## config.mk

```make
export PLATFORM = sky130hd
export DESIGN_NAME = cntTop
export DESIGN_NICKNAME = d
export VERILOG_FILES = /design/src/logic/cntTimingPkg.sv /design/src/logic/cntTypesPkg.sv /design/src/logic/cntTickIf.sv /design/src/logic/cntTop.sv /design/src/logic/apbRegs.sv /design/src/logic/qosGovernor.sv /design/src/logic/startupSequencer.sv /design/src/logic/refreshTimer.sv /design/src/logic/edgeSync.sv
export SDC_FILE = /design/constraint.sdc
export NUM_CORES = 1
export LEC_CHECK = 0
export BUFFER_PORTS_ARGS = -buffer_cell sky130_fd_sc_hd__buf_2
export CAP_MARGIN = 10
export CORE_ASPECT_RATIO = 1.4
export CORE_MARGIN = 2
export CORE_UTILIZATION = 55
export DETAILED_ROUTE_END_ITERATION = 12
export PLACE_DENSITY = 0.88
export SYNTH_ARGS = -nofsm -noshare
export SYNTH_HDL_FRONTEND = slang
export SYNTH_SLANG_ARGS = --single-unit
export TNS_END_PERCENT = 50
```

## constraint.sdc

```tcl
create_clock -name CLK -period 3.85 [get_ports CLK]
set_clock_uncertainty 0.15 [all_clocks]
set_input_delay 0.385 -clock CLK [delete_from_list [all_inputs] [get_ports CLK]]
set_output_delay 0.385 -clock CLK [all_outputs]
set_load 0.02 [all_outputs]
```

## src/logic/cntTimingPkg.sv

```systemverilog
package cntTimingPkg;

	// Refresh timer.
	// One period is eleven E cycles.
	localparam int RefreshSteps = 11;
	localparam int TimerWidth = 4;
	localparam logic [TimerWidth-1:0] RefreshLast = TimerWidth'(RefreshSteps - 1);
	// Urgent from step 9 on.
	localparam logic [TimerWidth-1:0] UrgentFirst = TimerWidth'(9);

	// Refresh periods per startup stage.
	localparam int LongPeriodsDefault = 2048;

	// I/O QoS countdown.
	localparam int QosWidth = 4;
	localparam logic [QosWidth-1:0] QosReloadDefault = QosWidth'(15);

	// Register port widths.
	localparam int RefCountWidth = 16;
	localparam int ApbDataWidth = 32;
	localparam int ApbAddrWidth = 8;

endpackage

```

## src/logic/cntTypesPkg.sv

```systemverilog
package cntTypesPkg;

	// Power-up sequence steps.
	// holdReset and requestBus keep the host in reset.
	typedef enum logic [1:0] {
		holdReset  = 2'd0,
		requestBus = 2'd1,
		driveBus   = 2'd2,
		running    = 2'd3
	} startupState;

	// APB register map.
	// Byte offsets of 32-bit words.
	typedef enum logic [7:0] {
		// Sequence state and timing flags.
		regStatus    = 8'h00,
		// QoS countdown reload, read/write.
		regQosReload = 8'h04,
		// Refresh periods since reset.
		regRefCount  = 8'h08
	} regAddr;

endpackage
```

## src/logic/cntTickIf.sv

```systemverilog
interface cntTickIf;

	// Synchronized strobes and levels.
	logic eFall;
	logic c8mFall;
	logic nmiN;
	logic resInN;

	// Refresh timer events.
	// Both are one-cycle strobes on eFall.
	logic periodEnd;
	logic initDone;

	modport syncSide (
		output eFall, c8mFall, nmiN, resInN
	);

	modport timerSide (
		input eFall,
		output periodEnd, initDone
	);

	modport user (
		input eFall, c8mFall, nmiN, resInN, periodEnd, initDone
	);

endinterface

```

## src/logic/cntTop.sv

```systemverilog
module cntTop #(
	parameter int LongPeriods = cntTimingPkg::LongPeriodsDefault
) (
	input logic CLK,
	input logic rstN,
	// Slow clocks, button, host reset.
	input logic E,
	input logic C8M,
	input logic nIPL2,
	input logic nRESin,
	// Bus activity from the decoder.
	input logic BACT,
	input logic BACTr,
	input logic IOQoSCS,
	input logic SndQoSCS,
	input logic IACKCS,
	// Refresh requests.
	output logic RefReq,
	output logic RefUrg,
	// Host reset and bus mastering.
	output logic nRESout,
	output logic nBR_IOB,
	output logic AoutOE,
	// QoS and clock enable.
	output logic IOQoSEN,
	output logic MCKE,
	// APB register port.
	input logic psel,
	input logic penable,
	input logic pwrite,
	input logic [cntTimingPkg::ApbAddrWidth-1:0] paddr,
	input logic [cntTimingPkg::ApbDataWidth-1:0] pwdata,
	output logic [cntTimingPkg::ApbDataWidth-1:0] prdata,
	output logic pready,
	output logic pslverr
);

	cntTickIf tick ();

	logic [cntTimingPkg::RefCountWidth-1:0] refCount;
	logic [cntTimingPkg::QosWidth-1:0] qosReload;
	cntTypesPkg::startupState seqState;

	edgeSync uSync (
		.CLK(CLK), .rstN(rstN), .E(E), .C8M(C8M),
		.nIPL2(nIPL2), .nRESin(nRESin), .tick(tick)
	);

	refreshTimer #(.LongPeriods(LongPeriods)) uTimer (
		.CLK(CLK), .rstN(rstN), .tick(tick),
		.RefReq(RefReq), .RefUrg(RefUrg), .refCount(refCount)
	);

	startupSequencer uSeq (
		.CLK(CLK), .rstN(rstN), .tick(tick), .nRESout(nRESout),
		.nBR_IOB(nBR_IOB), .AoutOE(AoutOE), .seqState(seqState)
	);

	qosGovernor uQos (
		.CLK(CLK), .rstN(rstN), .BACT(BACT), .BACTr(BACTr),
		.IOQoSCS(IOQoSCS), .SndQoSCS(SndQoSCS), .IACKCS(IACKCS),
		.qosReload(qosReload), .tick(tick), .IOQoSEN(IOQoSEN), .MCKE(MCKE)
	);

	apbRegs uRegs (
		.CLK(CLK), .rstN(rstN), .psel(psel), .penable(penable),
		.pwrite(pwrite), .paddr(paddr), .pwdata(pwdata), .prdata(prdata),
		.pready(pready), .pslverr(pslverr), .seqState(seqState),
		.RefReq(RefReq), .RefUrg(RefUrg), .IOQoSEN(IOQoSEN),
		.refCount(refCount), .qosReload(qosReload)
	);

endmodule

```

## src/logic/apbRegs.sv

```systemverilog
module apbRegs (
	input logic CLK,
	input logic rstN,
	input logic psel,
	input logic penable,
	input logic pwrite,
	input logic [cntTimingPkg::ApbAddrWidth-1:0] paddr,
	input logic [cntTimingPkg::ApbDataWidth-1:0] pwdata,
	output logic [cntTimingPkg::ApbDataWidth-1:0] prdata,
	output logic pready,
	output logic pslverr,
	input cntTypesPkg::startupState seqState,
	input logic RefReq,
	input logic RefUrg,
	input logic IOQoSEN,
	input logic [cntTimingPkg::RefCountWidth-1:0] refCount,
	output logic [cntTimingPkg::QosWidth-1:0] qosReload
);

	typedef logic [cntTimingPkg::ApbDataWidth-1:0] apbWord;

	logic access;
	logic addrKnown;
	logic readOnly;

	// Second cycle of a transfer.
	assign access = psel && penable;

	// No wait states.
	assign pready = 1'b1;

	// Address decode and read mux.
	always_comb begin
		prdata = '0;
		addrKnown = 1'b1;
		readOnly = 1'b1;
		case (paddr)
			cntTypesPkg::regStatus: begin
				// IOQoSEN, RefUrg, RefReq, state from bit 4 down.
				prdata = apbWord'({IOQoSEN, RefUrg, RefReq, seqState});
			end
			cntTypesPkg::regQosReload: begin
				prdata = apbWord'(qosReload);
				readOnly = 1'b0;
			end
			cntTypesPkg::regRefCount: begin
				prdata = apbWord'(refCount);
			end
			default: begin
				addrKnown = 1'b0;
				readOnly = 1'b0;
			end
		endcase
	end

	// Error in the access cycle only.
	assign pslverr = access && (!addrKnown || (pwrite && readOnly));

	// Reload register write.
	// Upper data bits dropped.
	always_ff @(posedge CLK) begin
		if (!rstN) begin
			qosReload <= cntTimingPkg::QosReloadDefault;
		end else if (access && pwrite && paddr == cntTypesPkg::regQosReload) begin
			qosReload <= pwdata[cntTimingPkg::QosWidth-1:0];
		end
	end

endmodule

```

## src/logic/qosGovernor.sv

```systemverilog
module qosGovernor (
	input logic CLK,
	input logic rstN,
	input logic BACT,
	input logic BACTr,
	input logic IOQoSCS,
	input logic SndQoSCS,
	input logic IACKCS,
	input logic [cntTimingPkg::QosWidth-1:0] qosReload,
	cntTickIf.user tick,
	output logic IOQoSEN,
	output logic MCKE
);

	// Registered select term.
	logic qosSel;
	logic [cntTimingPkg::QosWidth-1:0] qosCount;

	always_ff @(posedge CLK) begin
		if (!rstN) begin
			qosSel <= 1'b0;
			// Countdown starts full.
			qosCount <= cntTimingPkg::QosReloadDefault;
			IOQoSEN <= 1'b1;
			MCKE <= 1'b1;
		end else begin
			// I/O, sound or IACK cycle, or host reset.
			qosSel <= (BACT && (IOQoSCS || SndQoSCS || IACKCS)) || !tick.resInN;
			// Reload wins, else one step per period.
			if (qosSel) begin
				qosCount <= qosReload;
			end else if (tick.periodEnd && qosCount != '0) begin
				qosCount <= qosCount - 1'b1;
			end
			// Change QoS only between bus cycles.
			if (!BACT) begin
				IOQoSEN <= (qosCount != '0);
			end
			// Run during bus activity or with QoS off.
			// Else one clock per C8M cycle.
			MCKE <= BACT || BACTr || !IOQoSEN || tick.c8mFall;
		end
	end

endmodule

```

## src/logic/startupSequencer.sv

```systemverilog
module startupSequencer (
	input logic CLK,
	input logic rstN,
	cntTickIf.user tick,
	output logic nRESout,
	output logic nBR_IOB,
	output logic AoutOE,
	output cntTypesPkg::startupState seqState
);

	cntTypesPkg::startupState state;

	// Armed one eFall after release.
	// Blocks a stale reset-in right at release.
	logic lookReset;

	assign seqState = state;

	always_ff @(posedge CLK) begin
		if (!rstN) begin
			lookReset <= 1'b0;
		end else if (!nRESout) begin
			lookReset <= 1'b0;
		end else if (tick.eFall) begin
			lookReset <= 1'b1;
		end
	end

	always_ff @(posedge CLK) begin
		if (!rstN) begin
			state <= cntTypesPkg::holdReset;
			nRESout <= 1'b0;
			nBR_IOB <= 1'b0;
			AoutOE <= 1'b0;
		end else begin
			case (state)
				cntTypesPkg::holdReset: begin
					// Host in reset, bus lines tristated.
					AoutOE <= 1'b0;
					nRESout <= 1'b0;
					// Request the bus at once.
					nBR_IOB <= 1'b0;
					if (tick.initDone) begin
						state <= cntTypesPkg::requestBus;
					end
				end
				cntTypesPkg::requestBus: begin
					AoutOE <= 1'b0;
					nRESout <= 1'b0;
					// NMI drops the request for good.
					nBR_IOB <= nBR_IOB || !tick.nmiN;
					// Wait while the button is held.
					if (tick.initDone && tick.nmiN) begin
						state <= cntTypesPkg::driveBus;
					end
				end
				cntTypesPkg::driveBus: begin
					// Drive only if the bus is ours.
					AoutOE <= !nBR_IOB;
					nRESout <= 1'b0;
					if (tick.initDone) begin
						state <= cntTypesPkg::running;
					end
				end
				cntTypesPkg::running: begin
					// Release the host.
					nRESout <= 1'b1;
					if (lookReset && !tick.resInN) begin
						state <= cntTypesPkg::holdReset;
					end
				end
				default: begin
					state <= cntTypesPkg::holdReset;
				end
			endcase
		end
	end

endmodule

```

## src/logic/refreshTimer.sv

```systemverilog
module refreshTimer #(
	parameter int LongPeriods = cntTimingPkg::LongPeriodsDefault
) (
	input logic CLK,
	input logic rstN,
	cntTickIf.timerSide tick,
	output logic RefReq,
	output logic RefUrg,
	output logic [cntTimingPkg::RefCountWidth-1:0] refCount
);

	// Long timer width, at least one bit.
	localparam int LongWidth = (LongPeriods > 1) ? $clog2(LongPeriods) : 1;

	logic [cntTimingPkg::TimerWidth-1:0] step;
	logic [cntTimingPkg::TimerWidth-1:0] stepNext;
	logic lastStep;

	logic [LongWidth-1:0] longCount;
	logic longLast;

	// Step sequence 0..10, then back to 0.
	assign lastStep = (step == cntTimingPkg::RefreshLast);
	assign stepNext = lastStep ? '0 : step + 1'b1;

	// Period end on the eFall of the last step.
	assign tick.periodEnd = tick.eFall && lastStep;

	// Stage end when the long timer wraps.
	assign longLast = (longCount == LongWidth'(LongPeriods - 1));
	assign tick.initDone = tick.periodEnd && longLast;

	// Step counter and refresh flags.
	always_ff @(posedge CLK) begin
		if (!rstN) begin
			step <= '0;
			RefReq <= 1'b0;
			RefUrg <= 1'b0;
		end else if (tick.eFall) begin
			step <= stepNext;
			// No request in step 0 only.
			RefReq <= (stepNext != '0);
			// Urgent in the last two steps.
			RefUrg <= (stepNext >= cntTimingPkg::UrgentFirst);
		end
	end

	// Long timer and period count.
	always_ff @(posedge CLK) begin
		if (!rstN) begin
			longCount <= '0;
			refCount <= '0;
		end else if (tick.periodEnd) begin
			if (longLast) begin
				longCount <= '0;
			end else begin
				longCount <= longCount + 1'b1;
			end
			// Free count, wraps.
			refCount <= refCount + 1'b1;
		end
	end

endmodule

```

## src/logic/edgeSync.sv

```systemverilog
module edgeSync (
	input logic CLK,
	input logic rstN,
	input logic E,
	input logic C8M,
	input logic nIPL2,
	input logic nRESin,
	cntTickIf.syncSide tick
);

	// Two-stage samplers.
	// Bit 0 is the newest sample.
	logic [1:0] eSync;
	logic [1:0] c8mSync;

	always_ff @(posedge CLK) begin
		if (!rstN) begin
			eSync <= 2'b00;
			c8mSync <= 2'b00;
			tick.eFall <= 1'b0;
			tick.c8mFall <= 1'b0;
			// Inactive levels.
			tick.nmiN <= 1'b1;
			tick.resInN <= 1'b1;
		end else begin
			eSync <= {eSync[0], E};
			c8mSync <= {c8mSync[0], C8M};
			// Fall seen as old high, new low.
			// Registered strobe, one cycle wide.
			tick.eFall <= eSync[1] && !eSync[0];
			tick.c8mFall <= c8mSync[1] && !c8mSync[0];
			// Button and reset-in, one stage.
			tick.nmiN <= nIPL2;
			tick.resInN <= nRESin;
		end
	end

endmodule

```

After elaboration in Yosys (flattened, before gate mapping)
Cells that the tools add are included.

storage, ports and cells
  register bits after elaboration = 58
  input port bits = 54
  output and inout bits = 41

operators by class
  add/subtract/negate cells = 4
  magnitude comparators = 1
  equality and inequality tests = 11
  muxes and demuxes = 15
  reductions and logical operators = 41

operators with widths
  operator                                                         number
  16-bit case mux with 3 select lines                              1
  16-bit by 1-bit adder with 16-bit output, second input constant  1
  1-bit logical AND                                                13
  4-bit two-way mux                                                3
  11-bit by 1-bit adder with 11-bit output, second input constant  1
  11-bit == test, second input constant                            1
  11-bit two-way mux                                               1
  8-bit by 3-bit == test with 1-bit output, second input constant  1
  8-bit by 4-bit == test with 1-bit output, second input constant  1
  8-bit logical NOT                                                1
  1-bit logical OR                                                 8
  2-bit two-way mux                                                4
  2-bit by 1-bit != test with 1-bit output, second input constant  4
  2-bit case mux with 4 select lines                               1
  4-bit nonzero test                                               2
  1-bit logical NOT                                                7
  1-bit case mux with 2 select lines                               3
  2-bit nonzero test                                               3
  3-bit OR reduction                                               2
  4-bit by 1-bit adder with 4-bit output, second input constant    1
  2-bit == test, second input constant                             2
  4-bit == test, second input constant                             1
  4-bit >= comparator, second input constant                       1
  4-bit AND reduction                                              1
  other kinds (6)                                                  8

Depth between registers and ports, before layout
Gate-level depths: netlist (run 1).

  word-level depth = 6
  gate-level depth with buffers = 7
  depth with buffers taken out = 6

By module
A second synthesis (run 1) with hierarchy kept.

second synthesis, totals
  cell total of the unflattened synthesis = 351
  area, all modules = 3129.3 um^2

by module, submodules not included
  module            times used  cells an instance  area each (um^2)
  refreshTimer      1           186                1606.5
  apbRegs           1           78                 604.3
  qosGovernor       1           38                 374.1
  startupSequencer  1           33                 324.1
  edgeSync          1           16                 220.2

Least setup slack after synthesis (run 1)
No wires, ideal clock.

  kind = register to register
  from = register uTimer.step[3] (netlist bit)
  to = register uTimer.refCount[14] (netlist bit)
  setup time = 0.071 ns
  data arrival time = 1.861 ns
  slack = 1.768 ns
  stages on the path, launching flop included = 7
  path buffers = 2
  period minus slack after synthesis = 2.082 ns
  path through = dfxtp_1 > buf_4 > or3b_1 > buf_2 > or4_4 > or3_1 > a21oi_1

between the ends
  longest elaborated chain between the ends = 2

ends and longest elaborated chain
  what                      line                source
  start: declaration        refreshTimer.sv:15  logic [cntTimingPkg::TimerWidth-1:0] step;
  start signal: assignment  refreshTimer.sv:40  step <= stepNext;
  4-bit == test             refreshTimer.sv:23  assign lastStep = (step == cntTimingPkg::RefreshLast);
  1-bit logical AND         refreshTimer.sv:27  assign tick.periodEnd = tick.eFall && lastStep;
  end signal: assignment    refreshTimer.sv:60  refCount <= refCount + 1'b1;
  end: declaration          refreshTimer.sv:9   output logic [cntTimingPkg::RefCountWidth-1:0] refCount

Every way passes these cells.
A chain may end at the register's enable or synchronous reset.

Worst setup path after layout (run 1)
  from = register uTimer.step[3] (netlist bit)
  to = register uTimer.longCount[5]

between the ends
  longest elaborated chain between the ends = 2

ends and longest elaborated chain
  what                    line                source
  4-bit == test           refreshTimer.sv:23
  1-bit logical AND       refreshTimer.sv:27
  end signal: assignment  refreshTimer.sv:57  longCount <= longCount + 1'b1;
  end: declaration        refreshTimer.sv:19  logic [LongWidth-1:0] longCount;

Every way passes these cells.

==> results.json, run 1 <==
{
  "status": "finished, final reports clean",
  "path_cells": "or3b_1 -> nor4_2 -> nand2b_1 -> nor2_1",
  "worst-endpoint-required_ps": 3920,
  "synth.area.top_cells": "dfxtp_1, xnor2_1, nor2_1",
  "fin_setup_tns_ps": 0,
  "hold_depth": 2,
  "fp-row-count": 31,
  "insertion_delay_ps": 350,
  "synth-async-reset-ratio_pct": 0,
  "critical_path_buf_inv_count": 0,
  "clkSinkCount": 58,
  "timing.final.crit_share_pct": 64.2,
  "crit_family": "simple AND/OR/NAND/NOR gates",
  "place.gp.congestion": 0.858,
  "ys_types": 46,
  "ant_nets": 0,
  "cts_tree": "built",
  "endpoint_kind": "flop",
  "slowest_delay_ps": 650,
  "grt_use_total_pct": 22.1,
  "h-tree-depth": 3,
  "min_from": "nRESin",
  "die_area_mm2": 0.00606,
  "wire_per_inst_um": 13.0,
  "drcViolationCount": 0,
  "cts_resized": 0,
  "syn_to_final_growth_pct": 13.7,
  "portBuffers": 49,
  "setup_ws_ps": 1380,
  "totalWireLength_mm": 6.14,
  "rr_worst_depth": 4,
  "nFillCells": 420,
  "core_area_mm2": 0.00520,
  "fmax_ghz": 0.405,
  "vias_per_cell": 5.52,
  "crit_type": "flop to flop",
  "synthCells": 359,
  "arrival_ps": 2540,
  "design_area_mm2": 0.00340,
  "synth-edff-count": 0,
  "slew_headroom_pct": 51.3,
  "multi_input_area_mm2": 0.00164,
  "grt_pass1_wl_mm": 10.4,
  "yosys_warnings": 0,
  "slowest_stage": "or3b_1",
  "first_iter_violations": 126,
  "die_width_um": 66.4,
  "slew_viol_final": 0,
  "num_vias": 2604,
  "postCtsHoldBufs": 0,
  "ys_seq_area_share_pct": 38.8,
  "grt_setup_unrepaired": "no",
  "holdCritPathClass": "input pin to flop",
  "final_hold_viol_count": 0,
  "grt_antenna_before_repair": 0,
  "cts_inserted_buffers": 9,
  "r2r-end": "uTimer.longCount[5]",
  "dpl.hpwl_mm": 4.35,
  "leakage_nw": 1.40,
  "worstPathMaxFanout": 16,
  "setup_violations": 0,
  "grt_overflow": 0,
  "antenna_cells": 0,
  "ys_ff_latch": 58,
  "start_util_pct": 57.6,
  "power.density_mw_per_mm2": 381,
  "drive_gt1_share_pct": 17.2,
  "root_buffer": "clkbuf_8",
  "grt_pass1_vias": 2391,
  "syn_area_mm2": 0.00299,
  "io_pins": 95,
  "postCtsSetupRepairBufs": 0,
  "ir_worst_vdd_v": 0.000187,
  "seq_area_mm2": 0.00116,
  "dp_slack_ps": 1420,
  "synth_top_area_share_pct": 38.8,
  "firstDrtPassIters": 4,
  "start_kind": "flop",
  "r2r_setup_slack_ps": 1380,
  "cts_buffer_depth": 2,
  "worstHoldEndpoint": "uSync.tick.resInN",
  "syn_avg_cell_area_um2": 8.34,
  "r2r-start": "uTimer.step[3]",
  "placed_area_mm2": 0.00319,
  "clk_pin_slew_ps": 60,
  "final_nets": 463,
  "synth_top_area_cell": "dfxtp_1",
  "dieHeight_um": 91.3,
  "grt_start_max_net_pins": 35,
  "worst_pin_slew_ps": 724,
  "drv.max_cap_violation_count": 0,
  "min_period_ps": 2470,
  "yosys_most_used_dff": "dfxtp_1"
}
-- metal layers --
layer / global-route usage, % / wire (um)
met5: 0 / 0
met1: 24.6 / 2490
met4: 9.69 / 113
met2: 38.2 / 3180
met3: 5.82 / 351
-- cell families (layout without fill, tap and decap cells) --
kind of cell	after synthesis	after routing	share of synthesized area, %
mux	15	15	5.10
flops	58	58	38.8
compound gates	38	38	7.77
buf+inv	46	78	8.32
other cells	2	17	0.251
simple gates	170	170	30.0
fa+ha+maj	8	8	3.34
xor+xnor	22	22	6.44
-- cells in the final DEF (no fill, tap or decap), types with 2 or more instances in the layout --
| master | n |
|---|---|
| or3_1 | 2 |
| nor4_1 | 9 |
| a211o_1 | 2 |
| nor3_1 | 15 |
| nand4b_1 | 6 |
| xor2_1 | 3 |
| bufinv_16 | 2 |
| inv_1 | 10 |
| dfxtp_1 | 58 |
| o21ai_0 | 10 |
| a31oi_1 | 2 |
| nor3b_1 | 4 |
| nor2_1 | 42 |
| ha_1 | 8 |
| buf_4 | 2 |
| buf_2 | 49 |
| a21oi_1 | 14 |
| nand4_1 | 11 |
| nand3_1 | 13 |
| clkinv_2 | 2 |
| and2_1 | 17 |
| nand3b_1 | 2 |
| nand2b_1 | 7 |
| mux2i_1 | 13 |
| xnor2_1 | 19 |
| clkbuf_8 | 10 |
| nand2_1 | 27 |
| mux2_2 | 2 |
| conb_1 | 17 |
| o211ai_1 | 2 |
| nor2b_1 | 9 |
-- synthesized netlist by cell type (all sizes together), types with 11 or more instances --
cell type,n
a21oi,14
and2,17
buf,21
clkbuf,14
dfxtp,58
mux2i,13
nand2,27
nand3,13
nand4,11
nor2,42
nor3,15
xnor2,19
-- power breakdown --
part	leakage, nW	total, mW	switching (mW)	internal, mW
Sequential	0.470	0.614	0.00652	0.607
Clock	0.109	0.618	0.238	0.379
Combinational	0.822	0.0662	0.0430	0.0233
Total	1.40	1.30	0.288	1.01
-- state kept, by name (all words and copies together) (netlist names) --
signal and count:
uSync.eSync 2, uSeq.AoutOE 1, uSeq.nRESout 1, uSync.tick.nmiN 1, uSync.tick.resInN 1, uQos.qosCount 4, uTimer.longCount 11, uTimer.RefUrg 1
uSync.tick.c8mFall 1, uTimer.refCount 16, uSync.tick.eFall 1, uQos.MCKE 1, uSeq.lookReset 1, uTimer.step 4, uRegs.qosReload 4, uSync.c8mSync 2
uSeq.nBR_IOB 1, uQos.qosSel 1, uSeq.seqState 2, uTimer.RefReq 1, uQos.IOQoSEN 1
-- worst max path at each step --
stage | start | endpoint | slack (ps) | depth (start not counted)
final | uTimer.step[3] | uTimer.longCount[5] | 1380 | 4
after global routing | uTimer.step[3] | uTimer.longCount[4] | 1220 | 4
after CTS | uTimer.step[3] | uTimer.longCount[5] | 1390 | 4
after detailed placement | uTimer.step[3] | uTimer.longCount[7] | 1420 | 4
after global placement | uTimer.step[3] | uTimer.longCount[7] | 1440 | 4
after floorplan | uTimer.step[3] | uTimer.refCount[14] | 1770 | 6
-- area by class of cell --
class	count	share of cell area, %
Timing Repair Buffer	51	7.64
Sequential cell	58	34.1
Clock inverter	5	2.28
Inverter	11	1.21
Multi-Input combinational cell	270	48.2
Tap cell	66	2.43
Clock buffer	11	4.15
-- through the flow --
step	util [%]	instances	power, mW	hold slack, ps
after floorplan	-	374	0.685	233
after global placement	61.3	456	0.691	239
after detailed placement	61.3	456	0.693	247
after CTS	65.5	472	1.30	70.9
after global routing	65.5	472	1.34	77.9
final	65.5	472	1.30	68.8
No activity file was read; power rests on OpenSTA's default activity.
==> run 2, diff against run 1 <==
ABC_AREA = 1   (was not set)
CORE_UTILIZATION = 46   (was 55)
PLACE_DENSITY = 0.79   (was 0.88)
clock period = 2.1 ns   (was 3.85 ns; I/O delays follow)
==> run 2 against run 1 <==
First-iteration DRC count up 28%. Fmax up 43%. Sequential share of layout area down 1.9 points. Hold slack better by 92 ps. Register-to-register slack worse by 1000 ps. Critical path type unchanged. Synthesized cell count up 20%. Critical path depth up 4. Flip-flop and latch count unchanged. Count of clock-buffer cells in the layout down 2. Utilization down 7.9 points. Routed wire length up 9.7%. Non-clock buffer count up 15.
==> results.json, run 2 <==
{
  "fin_cells": 574,
  "ant_nets": 0,
  "num_vias": 2921,
  "io_pins": 95,
  "layout_common_cells": "nand2_1, inv_1, dfxtp_1",
  "place_inst": 546,
  "grt_pass1_wl_mm": 11.5,
  "cts_tree": "built",
  "grt_overflow": 0,
  "postCtsHoldBufs": 12,
  "totalWireLength_mm": 6.73,
  "grt_pass1_vias": 2802,
  "largest_reg_flops": 16,
  "ir_worst_vdd_v": 0.000496,
  "drcViolationCount": 0,
  "fmax_ghz": 0.579,
  "start_kind": "flop",
  "synth_top_area_cell": "dfxtp_1",
  "slowest_stage": "dfxtp_1",
  "final_hold_viol_count": 0,
  "p_int_mw": 1.86,
  "status": "finished, final reports clean",
  "holdCritPathClass": "input pin to flop",
  "grt_use_total_pct": 20.3,
  "place.gp.congestion": 0.814,
  "antenna_cells": 0,
  "ys_seq_area_share_pct": 38.8,
  "synth-async-reset-ratio_pct": 0,
  "seqPwrFrac_pct": 46.1,
  "worstPathMaxFanout": 4,
  "timing.final.crit_share_pct": 82.2,
  "yosys_warnings": 0,
  "seq_area_mm2": 0.00116,
  "arrival_ps": 1820,
  "die_area_mm2": 0.00718,
  "postCtsSetupRepairBufs": 0,
  "cts_inserted_buffers": 9,
  "endpoint_kind": "flop",
  "synth.area.top_cells": "dfxtp_1, nand2_1, inv_1",
  "top_regs": "uTimer.refCount x16, uTimer.longCount x11",
  "core_area_mm2": 0.00625,
  "multi_input_area_mm2": 0.00148,
  "first_iter_violations": 161,
  "nFillCells": 563,
  "slowest_delay_ps": 380,
  "grt_setup_unrepaired": "no",
  "largest-register": "uTimer.refCount",
  "worst-endpoint-required_ps": 2190,
  "yosys_most_used_dff": "dfxtp_1",
  "ys_types": 34,
  "setup_violations": 0,
  "clkSinkCount": 58,
  "synth_top_area_share_pct": 38.8,
  "min_period_ps": 1730,
  "ys_ff_latch": 58,
  "power.density_mw_per_mm2": 680,
  "final_nets": 559,
  "synthCells": 431,
  "mostFrequentLayoutCell": "nand2_1",
  "grt_antenna_before_repair": 0,
  "h-tree-depth": 3,
  "fp-row-count": 34,
  "die_width_um": 72.2,
  "vias_per_cell": 5.09,
  "cts_buffer_depth": 2,
  "met1_usage_pct": 21.2,
  "portBuffers": 49,
  "grtUsageMet3_pct": 5.17,
  "crit_type": "flop to flop",
  "drv.max_cap_violation_count": 0,
  "clk_pin_slew_ps": 70,
  "switchingPower_mw": 0.594,
  "dieHeight_um": 99.5,
  "root_buffer": "clkbuf_8",
  "grt_start_max_net_pins": 31,
  "use_met2_pct": 36.7,
  "fin_setup_tns_ps": 0,
  "drive_gt1_share_pct": 17.1,
  "cts_resized": 0,
  "leakage_nw": 1.64,
  "synth-edff-count": 0,
  "slew_viol_final": 0,
  "p_sw_share_pct": 24.2,
  "p_comb_share_pct": 6.5,
  "start_util_pct": 47.9,
  "p_clk_share_pct": 47.4,
  "wire_per_inst_um": 11.7,
  "syn_area_mm2": 0.00299,
  "synth_most_common_cell": "nand2_1",
  "ys_top_cells_by_count": "nand2_1, inv_1, dfxtp_1",
  "finalPower_mw": 2.45,
  "insertion_delay_ps": 340,
  "path_cells": "ha_1 -> nand3_1 -> nor2_1 -> nand3_2 -> nand2_1 -> nand3_1 -> nand2_1 -> nor2_1",
  "syn_avg_cell_area_um2": 6.95,
  "top_usage_layer": "met2",
  "dpl.hpwl_mm": 4.80,
  "firstDrtPassIters": 4,
  "syn_to_final_growth_pct": 20.3
}
[run 2: cell types whose count changed after synthesis, moves of 7 or more]
cell	change
mux2i_1	-13
nand2b_1	-7
nand2_1	+55
nor2_1	+15
and2_1	-17
nand3_1	+16
nor2b_1	-9
clkbuf_1	-10
inv_1	+51
nor4_1	-8
o21ai_0	+9
a21oi_1	+18
xnor2_1	-18
[run 2: logic make-up after synthesis]
group / synth area share [%]
other: 0.251
buffers and inverters: 13.6
XOR/XNOR: 1.76
adder cells (fa/ha/maj): 3.34
flip-flops: 38.8
AO/OA/AOI/OAI: 11.9
AND/OR/NAND/NOR: 30.3
[run 2: critical path: cells and delay by family (launching register included)]
| family | cells | cell delay, ps |
|---|---|---|
| adder cells (fa/ha/maj) | 1 | 210 |
| flip-flops | 1 | 380 |
| AND/OR/NAND/NOR | 7 | 900 |
[run 2: cell type report]
class	instances	area share (%)
timing repair buffer	66	11.2
clock buffer	9	3.44
clock inverter	7	2.85
tap	72	2.50
inverter	64	6.67
sequential	58	32.2
multi-input combinational	298	41.1
[run 2: metrics by stage]
step / setup slack, ps / utilization [%] / hold slack [ps] / area, um2
after detailed placement: 392 / 52.1 / 246 / 3260
after floorplan: 598 / - / 158 / 3050
final: 374 / 57.6 / 160 / 3600
after CTS: 365 / 57.6 / 146 / 3600
after global routing: 209 / 57.6 / 203 / 3600
after global placement: 427 / 52.1 / 245 / 3260
[run 2: power groups by stage]
stage | combinational [mW] | clock (mW) | sequential (mW)
final | 0.159 | 1.16 | 1.13
after global routing | 0.178 | 1.23 | 1.13
after CTS | 0.157 | 1.18 | 1.13
after detailed placement | 0.139 | 0 | 1.16
after global placement | 0.137 | 0 | 1.15
after floorplan | 0.117 | 0 | 1.16
[run 2: routing by layer]
layer	up-vias	routed length (um)
li1	1478	-
met1	1324	2610
met5	-	0
met2	105	3510
met3	14	438
met4	0	176
[run 2: worst paths after layout]
path | start | end | slack, ps | cells past startpoint
max | uTimer.longCount[0] | uSeq.seqState[1] | 370 | 8
min | pwrite | uRegs.qosReload[2] | 160 | 4
max reg2reg | uTimer.longCount[0] | uSeq.seqState[1] | 370 | 8
min reg2reg | uSync.c8mSync[0] | uSync.tick.c8mFall | 270 | 1
==> run 3, diff against run 2 <==
ABC_AREA = 0   (was 1)
CORE_UTILIZATION = 51   (was 46)
PLACE_DENSITY = 0.83   (was 0.79)
clock period = 1.6 ns   (was 2.1 ns; I/O delays follow)
==> run 3 against run 2 <==
The flow now finishes with violations (setup timing). Flip-flop and latch count unchanged. Via count up 15%. Routed wire length increased by 51%. First-iteration DRC count up 120%. Count of clock-buffer cells in the layout is 5 higher. Clock power grew 20%. Utilization up 19 points. Fmax down 10%. Power grew 27%.
==> results.json, run 3 (synthesized netlist as in run 1, its figures left out) <==
{
  "status": "finished, violations left",
  "violations": "setup timing",
  "io_pins": 95,
  "die_width_um": 68.8,
  "ant_nets": 0,
  "grt_start_max_net_pins": 22,
  "portBuffers": 49,
  "timing.final.crit_share_pct": 120,
  "setup_violations": 35,
  "largest-register": "uTimer.refCount",
  "worstPathMaxFanout": 5,
  "start_util_pct": 51.8,
  "cts_tree": "built",
  "r2r-end": "uTimer.refCount[13]",
  "first_iter_violations": 356,
  "layout_common_cells": "buf_4, dfxtp_1, buf_2",
  "leakage_nw": 2.04,
  "largest_reg_flops": 16,
  "h-tree-depth": 3,
  "r2r-start": "uTimer.step[0]",
  "endpoint_kind": "flop",
  "final_hold_viol_count": 0,
  "fp-row-count": 33,
  "drive_gt1_share_pct": 39.1,
  "cts_buffer_depth": 2,
  "insertion_delay_ps": 350,
  "top_regs": "uTimer.refCount x16, uTimer.longCount x11",
  "final_util_pct": 77.0,
  "finalPower_mw": 3.11,
  "syn_to_final_growth_pct": 48.7,
  "firstDrtPassIters": 6,
  "start_kind": "flop",
  "die_area_mm2": 0.00651,
  "min_from": "rstN",
  "grt_antenna_before_repair": 0,
  "path_cells": "buf_4 -> buf_6 -> nand4b_1 -> nor4_4 -> nand3_1 -> mux2i_1",
  "grt_setup_unrepaired": "yes",
  "rr_worst_depth": 6,
  "mostFrequentLayoutCell": "buf_4",
  "totalWireLength_mm": 10.1,
  "min_period_ps": 1920,
  "fmax_ghz": 0.520,
  "wire_per_inst_um": 18.1,
  "dpl.hpwl_mm": 5.29,
  "clk_pin_slew_ps": 70,
  "fin_setup_tns_ps": -5250,
  "nFillCells": 316,
  "ir_worst_vdd_v": 0.000544,
  "grt_pass1_vias": 2884,
  "design_area_mm2": 0.00445,
  "whs_ps": 36.3,
  "crit_type": "flop to flop",
  "core_area_mm2": 0.00578,
  "placed_area_mm2": 0.00370,
  "dieHeight_um": 94.7,
  "hold_depth": 3,
  "final_nets": 546,
  "r2r_setup_slack_ps": -320,
  "drcViolationCount": 0,
  "grt_overflow": 0,
  "worst-endpoint-required_ps": 1670,
  "slew_viol_final": 0,
  "setup_ws_ps": -323,
  "cts_inserted_buffers": 9,
  "antenna_cells": 0,
  "power.density_mw_per_mm2": 698,
  "grt_pass1_wl_mm": 13.1,
  "num_vias": 3354,
  "drv.max_cap_violation_count": 0,
  "arrival_ps": 1990,
  "holdCritPathClass": "input pin to flop",
  "clkSinkCount": 58,
  "slowest_stage": "nor4_4",
  "vias_per_cell": 6.00,
  "slowest_delay_ps": 470,
  "worstHoldEndpoint": "uSync.tick.eFall",
  "place.gp.congestion": 0.852,
  "grt_use_total_pct": 26.8,
  "root_buffer": "clkbuf_8"
}
## run 3: changes by cell type in the layout (fill, tap and decap cells not counted), sizes merged, moves of 12 or more
cell | previous run | this run
mux2i | 0 | 13
nand2 | 84 | 27
nand3 | 32 | 13
o21ai | 22 | 10
inv | 65 | 10
xnor2 | 1 | 19
a21oi | 32 | 14
and2 | 0 | 17
buf | 54 | 119
nor2 | 62 | 42
## run 3: how the worst max path moves through the flow
stage	from	end	slack, ps	cells after the start
2_1_floorplan	uTimer.step[2]	uTimer.refCount[14]	-390	6
3_3_place_gp	uTimer.refCount[0]	uTimer.refCount[14]	-220	5
3_5_place_dp	uTimer.refCount[0]	uTimer.refCount[14]	-280	5
4_1_cts	uTimer.step[0]	uTimer.refCount[14]	-270	4
5_1_grt	uTimer.step[0]	uTimer.refCount[13]	-390	6
6_report	uTimer.step[0]	uTimer.refCount[13]	-320	6
## run 3: critical path, delay by kind of cell, from the launching register on
family | cells | cell delay, ps
muxes | 1 | 150
and+or+nand+nor | 3 | 920
DFF | 1 | 320
buffers and inverters | 2 | 250
## run 3: routing by layer
layer / GRT usage [%] / vias to the layer above / wire length, um
met2: 46.2 / 252 / 5010
met5: 0 / - / 0
li1: - / 1454 / -
met3: 7.15 / 86 / 891
met1: 28.8 / 1562 / 3480
met4: 14.2 / 0 / 764
## run 3: final cells by class
class                           count  area, um2  area share, %
Timing Repair Buffer              134        990           22.2
Inverter                           11       45.0           1.01
Multi-Input combinational cell    270       1960           44.0
Sequential cell                    58       1170           26.4
Clock buffer                       14        163           3.65
Tap cell                           70       87.6           1.97
Clock inverter                      2       35.0          0.787
## run 3: repair_timing
action / in CTS / in global routing
endpoints found under the setup margin: 28 / 51
pin swaps: 10 / 33
hold buffers: 13 / 0
buffers inserted: 1 / 12
endpoints found under the hold margin: 11 / 0
gates cloned: 0 / 2
resized for setup: 20 / 61
## run 3: where the power goes
part	leakage, nW	switching, mW	internal [mW]
sequential	0.474	0.0134	1.46
combinational	1.46	0.137	0.102
clock	0.101	0.589	0.804
## run 3: stage by stage
step / worst slack (ps) / std cells
floorplan: -393 / 374
global placement: -216 / 518
detailed placement: -282 / 518
CTS: -265 / 548
global route: -391 / 559
finish: -323 / 559
